$ cat src/rtl/sdr_row_pkg.sv
package sdr_row_pkg;

  // row geometry.
  localparam int NUM_TILES  = 4;
  localparam int TILE_IDX_W = 2;

  // forward link payload.
  localparam int PKT_W = 16;

  // receive FIFO and credit loop.
  localparam int LG_FIFO_DEPTH   = 3;
  localparam int FIFO_DEPTH      = 1 << LG_FIFO_DEPTH;
  localparam int LG_CREDIT_DECIM = 1;
  localparam int CREDIT_DECIM    = 1 << LG_CREDIT_DECIM; // credits carried by one token.
  localparam int CREDIT_W        = LG_FIFO_DEPTH + 1;

  // tag packet layout after the start bit is opcode, tile index, value.
  localparam int TAG_OP_W  = 2;
  localparam int TAG_PKT_W = TAG_OP_W + TILE_IDX_W + 1;
  localparam int TAG_CNT_W = $clog2(TAG_PKT_W);

  typedef enum logic [TAG_OP_W-1:0] {
    TAG_NOP          = 2'd0,
    TAG_CORE_RESET   = 2'd1,
    TAG_LINK_DISABLE = 2'd2,
    TAG_DISABLE_ALL  = 2'd3
  } tag_op_e;

  typedef enum logic [1:0] {
    TAG_IDLE  = 2'd0,
    TAG_SHIFT = 2'd1,
    TAG_APPLY = 2'd2
  } tag_state_e;

endpackage

$ cat src/rtl/sdr_reset_chain.sv
`timescale 1ns/1ps

module sdr_reset_chain (
  input  logic                              core_clk_i,
  input  logic                              arst_n_i,
  input  logic                              reset_east_i,
  output logic [sdr_row_pkg::NUM_TILES-1:0] reset_tap_o,
  output logic                              reset_west_o
);

  import sdr_row_pkg::*;

  // stage x belongs to tile x, so the east end is the top bit.
  logic [NUM_TILES-1:0] stage_r;

  always_ff @(posedge core_clk_i or negedge arst_n_i) begin
    if (!arst_n_i) begin
      stage_r <= '1;
    end else begin
      stage_r <= {reset_east_i, stage_r[NUM_TILES-1:1]}; // one hop west per cycle.
    end
  end

  assign reset_tap_o  = stage_r;
  assign reset_west_o = stage_r[0];

endmodule

$ cat src/rtl/sdr_row_top.sv
`timescale 1ns/1ps

module sdr_row_top (
  input  logic                                                     core_clk_i,
  input  logic                                                     arst_n_i,
  input  logic                                                     tag_data_i,
  output logic                                                     core_reset_e_o,
  output logic                                                     core_reset_w_o,
  output logic [sdr_row_pkg::NUM_TILES-1:0]                        core_reset_tile_o,

  input  logic [sdr_row_pkg::NUM_TILES-1:0]                        core_v_i,
  input  logic [sdr_row_pkg::NUM_TILES-1:0][sdr_row_pkg::PKT_W-1:0] core_data_i,
  output logic [sdr_row_pkg::NUM_TILES-1:0]                        core_ready_o,

  output logic [sdr_row_pkg::NUM_TILES-1:0]                        io_v_o,
  output logic [sdr_row_pkg::NUM_TILES-1:0][sdr_row_pkg::PKT_W-1:0] io_data_o,
  input  logic [sdr_row_pkg::NUM_TILES-1:0]                        io_token_i,

  input  logic [sdr_row_pkg::NUM_TILES-1:0]                        io_v_i,
  input  logic [sdr_row_pkg::NUM_TILES-1:0][sdr_row_pkg::PKT_W-1:0] io_data_i,
  output logic [sdr_row_pkg::NUM_TILES-1:0]                        io_token_o,

  output logic [sdr_row_pkg::NUM_TILES-1:0]                        core_v_o,
  output logic [sdr_row_pkg::NUM_TILES-1:0][sdr_row_pkg::PKT_W-1:0] core_data_o,
  input  logic [sdr_row_pkg::NUM_TILES-1:0]                        core_yumi_i
);

  import sdr_row_pkg::*;

  logic [NUM_TILES-1:0] link_disable;

  sdr_tag_ctrl tag_ctrl (
    .core_clk_i     (core_clk_i),
    .arst_n_i       (arst_n_i),
    .tag_data_i     (tag_data_i),
    .core_reset_o   (core_reset_e_o),
    .link_disable_o (link_disable)
  );

  // the east end sees the control register directly.
  sdr_reset_chain reset_chain (
    .core_clk_i   (core_clk_i),
    .arst_n_i     (arst_n_i),
    .reset_east_i (core_reset_e_o),
    .reset_tap_o  (core_reset_tile_o),
    .reset_west_o (core_reset_w_o)
  );

  for (genvar x = 0; x < NUM_TILES; x++) begin : g_tile
    sdr_tx_lane tx_lane (
      .core_clk_i   (core_clk_i),
      .arst_n_i     (arst_n_i),
      .core_reset_i (core_reset_tile_o[x]),
      .disable_i    (link_disable[x]),
      .core_v_i     (core_v_i[x]),
      .core_data_i  (core_data_i[x]),
      .core_ready_o (core_ready_o[x]),
      .io_v_o       (io_v_o[x]),
      .io_data_o    (io_data_o[x]),
      .io_token_i   (io_token_i[x])
    );

    sdr_rx_lane rx_lane (
      .core_clk_i   (core_clk_i),
      .arst_n_i     (arst_n_i),
      .core_reset_i (core_reset_tile_o[x]),
      .disable_i    (link_disable[x]),
      .io_v_i       (io_v_i[x]),
      .io_data_i    (io_data_i[x]),
      .io_token_o   (io_token_o[x]),
      .core_v_o     (core_v_o[x]),
      .core_data_o  (core_data_o[x]),
      .core_yumi_i  (core_yumi_i[x])
    );
  end

endmodule

$ cat src/rtl/sdr_rx_lane.sv
`timescale 1ns/1ps

module sdr_rx_lane (
  input  logic                          core_clk_i,
  input  logic                          arst_n_i,
  input  logic                          core_reset_i,
  input  logic                          disable_i,
  input  logic                          io_v_i,
  input  logic [sdr_row_pkg::PKT_W-1:0] io_data_i,
  output logic                          io_token_o,
  output logic                          core_v_o,
  output logic [sdr_row_pkg::PKT_W-1:0] core_data_o,
  input  logic                          core_yumi_i
);

  import sdr_row_pkg::*;

  logic [PKT_W-1:0]           mem_r [FIFO_DEPTH];
  logic [LG_FIFO_DEPTH-1:0]   wr_ptr_r;
  logic [LG_FIFO_DEPTH-1:0]   rd_ptr_r;
  logic [CREDIT_W-1:0]        count_r;
  logic [LG_CREDIT_DECIM-1:0] pop_cnt_r;
  logic                       wr;
  logic                       pop;
  logic                       full;
  logic                       empty;

  assign wr    = io_v_i && !disable_i && !core_reset_i;
  assign empty = (count_r == '0);
  assign full  = (count_r == CREDIT_W'(FIFO_DEPTH));

  assign core_v_o    = !empty && !disable_i && !core_reset_i;
  assign core_data_o = mem_r[rd_ptr_r];
  assign pop         = core_yumi_i && core_v_o;

  always_ff @(posedge core_clk_i) begin
    if (wr) begin
      mem_r[wr_ptr_r] <= io_data_i;
    end
  end

  always_ff @(posedge core_clk_i or negedge arst_n_i) begin
    if (!arst_n_i) begin
      wr_ptr_r   <= '0;
      rd_ptr_r   <= '0;
      count_r    <= '0;
      pop_cnt_r  <= '0;
      io_token_o <= 1'b0;
    end else if (core_reset_i) begin
      wr_ptr_r   <= '0; // flush whatever was queued.
      rd_ptr_r   <= '0;
      count_r    <= '0;
      pop_cnt_r  <= '0;
      io_token_o <= 1'b0;
    end else begin
      if (wr) begin
        wr_ptr_r <= wr_ptr_r + 1'b1;
      end
      if (pop) begin
        rd_ptr_r  <= rd_ptr_r + 1'b1;
        pop_cnt_r <= pop_cnt_r + 1'b1;
      end
      count_r <= count_r + CREDIT_W'(wr) - CREDIT_W'(pop);
      // the pop that completes a batch returns one token a cycle later.
      io_token_o <= pop && (pop_cnt_r == '1);
    end
  end

  // the sender's credits cover every free slot, so a write never finds the FIFO full.
  a_no_overflow: assert property (@(posedge core_clk_i) disable iff (!arst_n_i)
    wr |-> !full)
    else $error("rx lane wrote into a full FIFO");

  // a pop needs a stored entry between the pointers.
  a_no_underflow: assert property (@(posedge core_clk_i) disable iff (!arst_n_i)
    pop |-> (rd_ptr_r != wr_ptr_r) || full)
    else $error("rx lane popped an empty FIFO");

endmodule

$ cat src/rtl/sdr_tag_ctrl.sv
`timescale 1ns/1ps

module sdr_tag_ctrl (
  input  logic                              core_clk_i,
  input  logic                              arst_n_i,
  input  logic                              tag_data_i,
  output logic                              core_reset_o,
  output logic [sdr_row_pkg::NUM_TILES-1:0] link_disable_o
);

  import sdr_row_pkg::*;

  tag_state_e            state_r;
  tag_state_e            state_n;
  logic [TAG_PKT_W-1:0]  shift_r;
  logic [TAG_CNT_W-1:0]  cnt_r;
  logic                  core_reset_r;
  logic [NUM_TILES-1:0]  disable_r;

  tag_op_e               op;
  logic [TILE_IDX_W-1:0] idx;
  logic                  val;

  // field decode of the shifted packet.
  assign op  = tag_op_e'(shift_r[TAG_PKT_W-1 -: TAG_OP_W]);
  assign idx = shift_r[1 +: TILE_IDX_W];
  assign val = shift_r[0];

  always_comb begin
    state_n = state_r;
    unique case (state_r)
      TAG_IDLE: begin
        if (tag_data_i) begin // a one while idle is the start bit.
          state_n = TAG_SHIFT;
        end
      end
      TAG_SHIFT: begin
        if (cnt_r == TAG_CNT_W'(TAG_PKT_W - 1)) begin
          state_n = TAG_APPLY;
        end
      end
      TAG_APPLY: begin
        state_n = TAG_IDLE;
      end
      default: begin
        state_n = TAG_IDLE;
      end
    endcase
  end

  always_ff @(posedge core_clk_i or negedge arst_n_i) begin
    if (!arst_n_i) begin
      state_r <= TAG_IDLE;
      cnt_r   <= '0;
    end else begin
      state_r <= state_n;
      if (state_r == TAG_SHIFT) begin
        cnt_r <= cnt_r + 1'b1;
      end else begin
        cnt_r <= '0;
      end
    end
  end

  // MSB arrives first.
  always_ff @(posedge core_clk_i) begin
    if (state_r == TAG_SHIFT) begin
      shift_r <= {shift_r[TAG_PKT_W-2:0], tag_data_i};
    end
  end

  always_ff @(posedge core_clk_i or negedge arst_n_i) begin
    if (!arst_n_i) begin
      core_reset_r <= 1'b1; // the core comes up held in reset.
      disable_r    <= '0;
    end else if (state_r == TAG_APPLY) begin
      unique case (op)
        TAG_CORE_RESET:   core_reset_r   <= val;
        TAG_LINK_DISABLE: disable_r[idx] <= val;
        TAG_DISABLE_ALL:  disable_r      <= {NUM_TILES{val}};
        default: begin
        end
      endcase
    end
  end

  assign core_reset_o   = core_reset_r;
  assign link_disable_o = disable_r;

  a_state_legal: assert property (@(posedge core_clk_i) disable iff (!arst_n_i)
    state_r inside {TAG_IDLE, TAG_SHIFT, TAG_APPLY})
    else $error("tag FSM holds an illegal state encoding");

endmodule

$ cat src/rtl/sdr_tx_lane.sv
`timescale 1ns/1ps

module sdr_tx_lane (
  input  logic                          core_clk_i,
  input  logic                          arst_n_i,
  input  logic                          core_reset_i,
  input  logic                          disable_i,
  input  logic                          core_v_i,
  input  logic [sdr_row_pkg::PKT_W-1:0] core_data_i,
  output logic                          core_ready_o,
  output logic                          io_v_o,
  output logic [sdr_row_pkg::PKT_W-1:0] io_data_o,
  input  logic                          io_token_i
);

  import sdr_row_pkg::*;

  logic [CREDIT_W-1:0] credit_r;
  logic [CREDIT_W-1:0] credit_add;
  logic                send;

  assign core_ready_o = (credit_r != '0) && !disable_i && !core_reset_i;
  assign send         = core_v_i && core_ready_o;

  // each token stands for a batch of consumed packets.
  assign credit_add = io_token_i ? CREDIT_W'(CREDIT_DECIM) : '0;

  always_ff @(posedge core_clk_i or negedge arst_n_i) begin
    if (!arst_n_i) begin
      io_v_o   <= 1'b0;
      credit_r <= CREDIT_W'(FIFO_DEPTH);
    end else begin
      io_v_o <= send;
      if (core_reset_i) begin
        credit_r <= CREDIT_W'(FIFO_DEPTH); // the far FIFO is flushed by the same reset.
      end else begin
        credit_r <= credit_r - CREDIT_W'(send) + credit_add;
      end
    end
  end

  always_ff @(posedge core_clk_i) begin
    if (send) begin
      io_data_o <= core_data_i;
    end
  end

  // tokens only come back for packets this lane has sent.
  a_credit_bound: assert property (@(posedge core_clk_i) disable iff (!arst_n_i)
    credit_r <= CREDIT_W'(FIFO_DEPTH))
    else $error("tx credit count exceeds the receive FIFO depth");

endmodule

$ cat config.mk
export PLATFORM = sky130hd
export DESIGN_NAME = sdr_row_top
export DESIGN_NICKNAME = d
export VERILOG_FILES = /design/src/rtl/sdr_row_pkg.sv /design/src/rtl/sdr_reset_chain.sv /design/src/rtl/sdr_row_top.sv /design/src/rtl/sdr_rx_lane.sv /design/src/rtl/sdr_tag_ctrl.sv /design/src/rtl/sdr_tx_lane.sv
export SDC_FILE = /design/constraint.sdc
export NUM_CORES = 1
export LEC_CHECK = 0
export BUFFER_PORTS_ARGS = -buffer_cell sky130_fd_sc_hd__buf_2
export CORE_ASPECT_RATIO = 0.9
export CORE_MARGIN = 5
export CORE_UTILIZATION = 25
export CTS_CLUSTER_DIAMETER = 150
export CTS_CLUSTER_SIZE = 40
export DETAILED_ROUTE_END_ITERATION = 6
export GPL_ROUTABILITY_DRIVEN = 0
export PLACE_DENSITY = 0.42
export RECOVER_POWER = 50
export SYNTH_ARGS = -nofsm -noshare
export SYNTH_HDL_FRONTEND = slang
export SYNTH_SLANG_ARGS = --single-unit
$ cat constraint.sdc
create_clock -name core_clk_i -period 3.2 [get_ports core_clk_i]
set_input_delay 0.96 -clock core_clk_i [delete_from_list [all_inputs] [get_ports core_clk_i]]
set_output_delay 0.96 -clock core_clk_i [all_outputs]
set_load 0.05 [all_outputs]
==> flow_summary_export.csv <==
group,metric,value,unit
die,initial_core_util,25.1,%
clocking,cts_htree_levels,1,
timing,fin_ws,-154,ps
drt,drc_errors,0,
timing,max_freq,0.298,GHz
synthesis,syn-instance-count,1295,
outcome,status,"finished, violations left",
hold_path,hold_path.class,"flop to flop",
die,chipHeight,318,µm
clocking,cts_tree,"built",
global_route,grt.overflow.total,0,
timing,setup_viol,63,
synthesis,synth_edf_count,581,
setup_path,cp_max_fo,8,
global_route,grt_pass1_vias,14000,
die,die_area,112000,µm²
outcome,violations,"capacitance limit, slew limit, setup timing",
cells_and_area,ff_latch_area,19500,µm²
synthesis,yosysWarnings,0,
global_route,grt_pass1_wl,93.2,mm
pwr,leakagePower,11.1,nW
synthesis,seq_area_frac_synth,73.8,%
die,rows,113,
die,ios,297,
synthesis,synthArstFlopShare,12.4,%
synthesis,synth.distinct_cells,42,
timing,grt_setup_unrepaired,"yes",
setup_path,cp-start-kind,"flop",
synthesis,netlist_top_cells_count,"edfxtp_1, mux4_1, mux2_2, dfrtp_1, inv_1",
timing,drv_slew,56,
clocking,cts.sinks,663,
cells_and_area,syn_to_final_growth,19.4,%
drt,ant_nets,0,
synthesis,ys_seq_elements,663,
timing,tns,-4720,ps
die,coreArea,105000,µm²
synthesis,synthTopCellsByArea,"edfxtp_1, mux4_1, dfrtp_1",
die,die_x,353,µm
global_route,grt_use_total,10.9,%
timing,post-route-period-util,105,%
timing,skew,54.6,ps
synthesis,syn_area_per_cell,20.4,µm²
cells_and_area,nets,1849,
synthesis,synth_area,26400,µm²
cells_and_area,fillers,10400,
synthesis,yosys.area.top_type,"edfxtp_1",
drt,dr.pass1.iters,4,
timing,post-route-min-period,3350,ps
timing,hold_viol_final,0,
timing,tightest_slew,1700,ps
pwr,power_density,1000,nW/µm²
drt,drt_wl_total,63.3,mm
synthesis,yosys.area.top_type_share,66.0,%
place,dp_hpwl,38.6,mm
cells_and_area,final_core_util,30.0,%
cells_and_area,drive_above_1_share,34.9,%
drt,dr_total_vias,12800,
synthesis,synth_flop_cell,"edfxtp_1",
global_route,antenna_found_initial,11,
clocking,cts-root-buf,"clkbuf_16",
clocking,clockBufferDepth,3,
clocking,clk-insertion-delay-late,620,ps
cells_and_area,multi_input_area,6120,µm²
drt,viasPerCell,4.21,
clocking,path_clk_slew,150,ps
setup_path,arrival,2390,ps
pwr,ir_worst_vdd,750,µV
synthesis,syn-num-nets,1496,
drt,drtIter0Drc,738,
setup_path,crit_type,"flop to output port",
timing,max_slew_margin,-13.4,%
place,io_buffer_count,296,
global_route,grt_max_degree,56,
clocking,cts_buffers,22,
flow_run,cap_violations,1,
setup_path,cp.required,2240,ps
setup_path,end_kind,"output port",
synthesis,yosysMostFrequentCell,"edfxtp_1",
drt,routedWlPerCell,20.8,µm
[where the power goes]
part / switching (W) / internal [W]
Sequential: 0.000759 / 0.0113
Clock: 0.00270 / 0.00146
Combinational: 0.00870 / 0.00679
Total: 0.0122 / 0.0195
[state kept, by name (all words and copies together), names as in the netlist]
register	flops
g_tile.rx_lane.rd_ptr_r	12
tag_ctrl.link_disable_o	4
reset_chain.reset_tap_o	4
g_tile.tx_lane.credit_r	16
g_tile.rx_lane.pop_cnt_r	4
g_tile.tx_lane.io_v_o	4
tag_ctrl.shift_r	5
tag_ctrl.state_r	2
g_tile.rx_lane.wr_ptr_r	12
g_tile.rx_lane.io_token_o	4
tag_ctrl.cnt_r	3
g_tile.rx_lane.count_r	16
tag_ctrl.core_reset_o	1
g_tile.tx_lane.io_data_o	64
g_tile.rx_lane.mem_r	512
[per-layer routing]
layer  track usage [%]  vias to the layer above  part of all wire (%)
li1                  -                     5730                     -
met1              14.7                     6788                    46
met2              18.9                      252                    49
met3              1.96                       41                   4.2
met4              1.51                        2                   1.3
met5                 0                        -                 0.022
[layout by cell type (no fill, tap or decap), types with 27 or more instances in the layout]
| master | instances |
|---|---|
| buf_2 | 161 |
| buf_4 | 57 |
| edfxtp_1 | 581 |
| mux4_2 | 121 |
| buf_8 | 45 |
| clkbuf_16 | 27 |
| ha_1 | 46 |
| buf_6 | 32 |
| dfrtp_1 | 69 |
| inv_1 | 70 |
| mux2_4 | 59 |
| nor2_1 | 64 |
| clkbuf_1 | 84 |
[stage by stage]
step	setup WS (ps)	area (µm²)	power [W]	cells	hold WS [ps]
2_1_floorplan	211	26400	0.0215	1295	360
3_3_place_gp	393	29800	0.0246	2968	413
4_1_cts	-244	31600	0.0319	3039	418
3_5_place_dp	390	29800	0.0248	2968	418
5_1_grt	-263	31600	0.0335	3044	438
6_report	-154	31600	0.0317	3047	472
[cells by family (layout without fill, tap and decap cells)]
group	after synthesis	in the layout	share of synthesized area (%)
mux	208	208	15.6
xor+xnor	15	15	0.497
flops	663	663	73.8
fa+ha+maj	54	54	2.78
buf+inv	139	508	2.91
compound gates	39	39	0.966
simple gates	177	177	3.47
other cells	0	3	0
[worst paths after layout]
path	start	endpoint	slack (ps)	depth (start not counted)
max	g_tile[2].rx_lane.rd_ptr_r[1]	core_data_o[44]	-150	6
min	tag_ctrl.cnt_r[0]	tag_ctrl.cnt_r[0]	470	1
max reg2reg	g_tile[1].rx_lane.count_r[2]	g_tile[1].rx_lane.count_r[2]	530	11
min reg2reg	tag_ctrl.cnt_r[0]	tag_ctrl.cnt_r[0]	470	1
max in group asynchronous	arst_n_i	g_tile[3].rx_lane.rd_ptr_r[1]	610	2
min in group asynchronous	arst_n_i	g_tile[1].tx_lane.io_v_o	750	1
[final cells by class]
class	count	share of cell area, %
sequential	663	61.8
timing repair buffer	398	10.1
antenna	3	0.0238
inverter	70	0.833
multi-input combinational	493	19.4
tap	1380	5.47
clock inverter	6	0.341
clock buffer	34	1.99
[repair_timing]
item                       CTS  global route
gates resized for setup    282            80
hold buffers                 0             0
cloned                      11             4
setup endpoints to repair   66            65
pin swaps                    0             0
setup buffers               22             5
[critical path, stage by stage (launching register included)]
cell and delay, ps:
dfrtp_2 420, buf_12 120, buf_12 110, buf_16 150, mux4_2 510, mux2_4 310, buf_12 150
No activity file was read; power rests on OpenSTA's default activity.
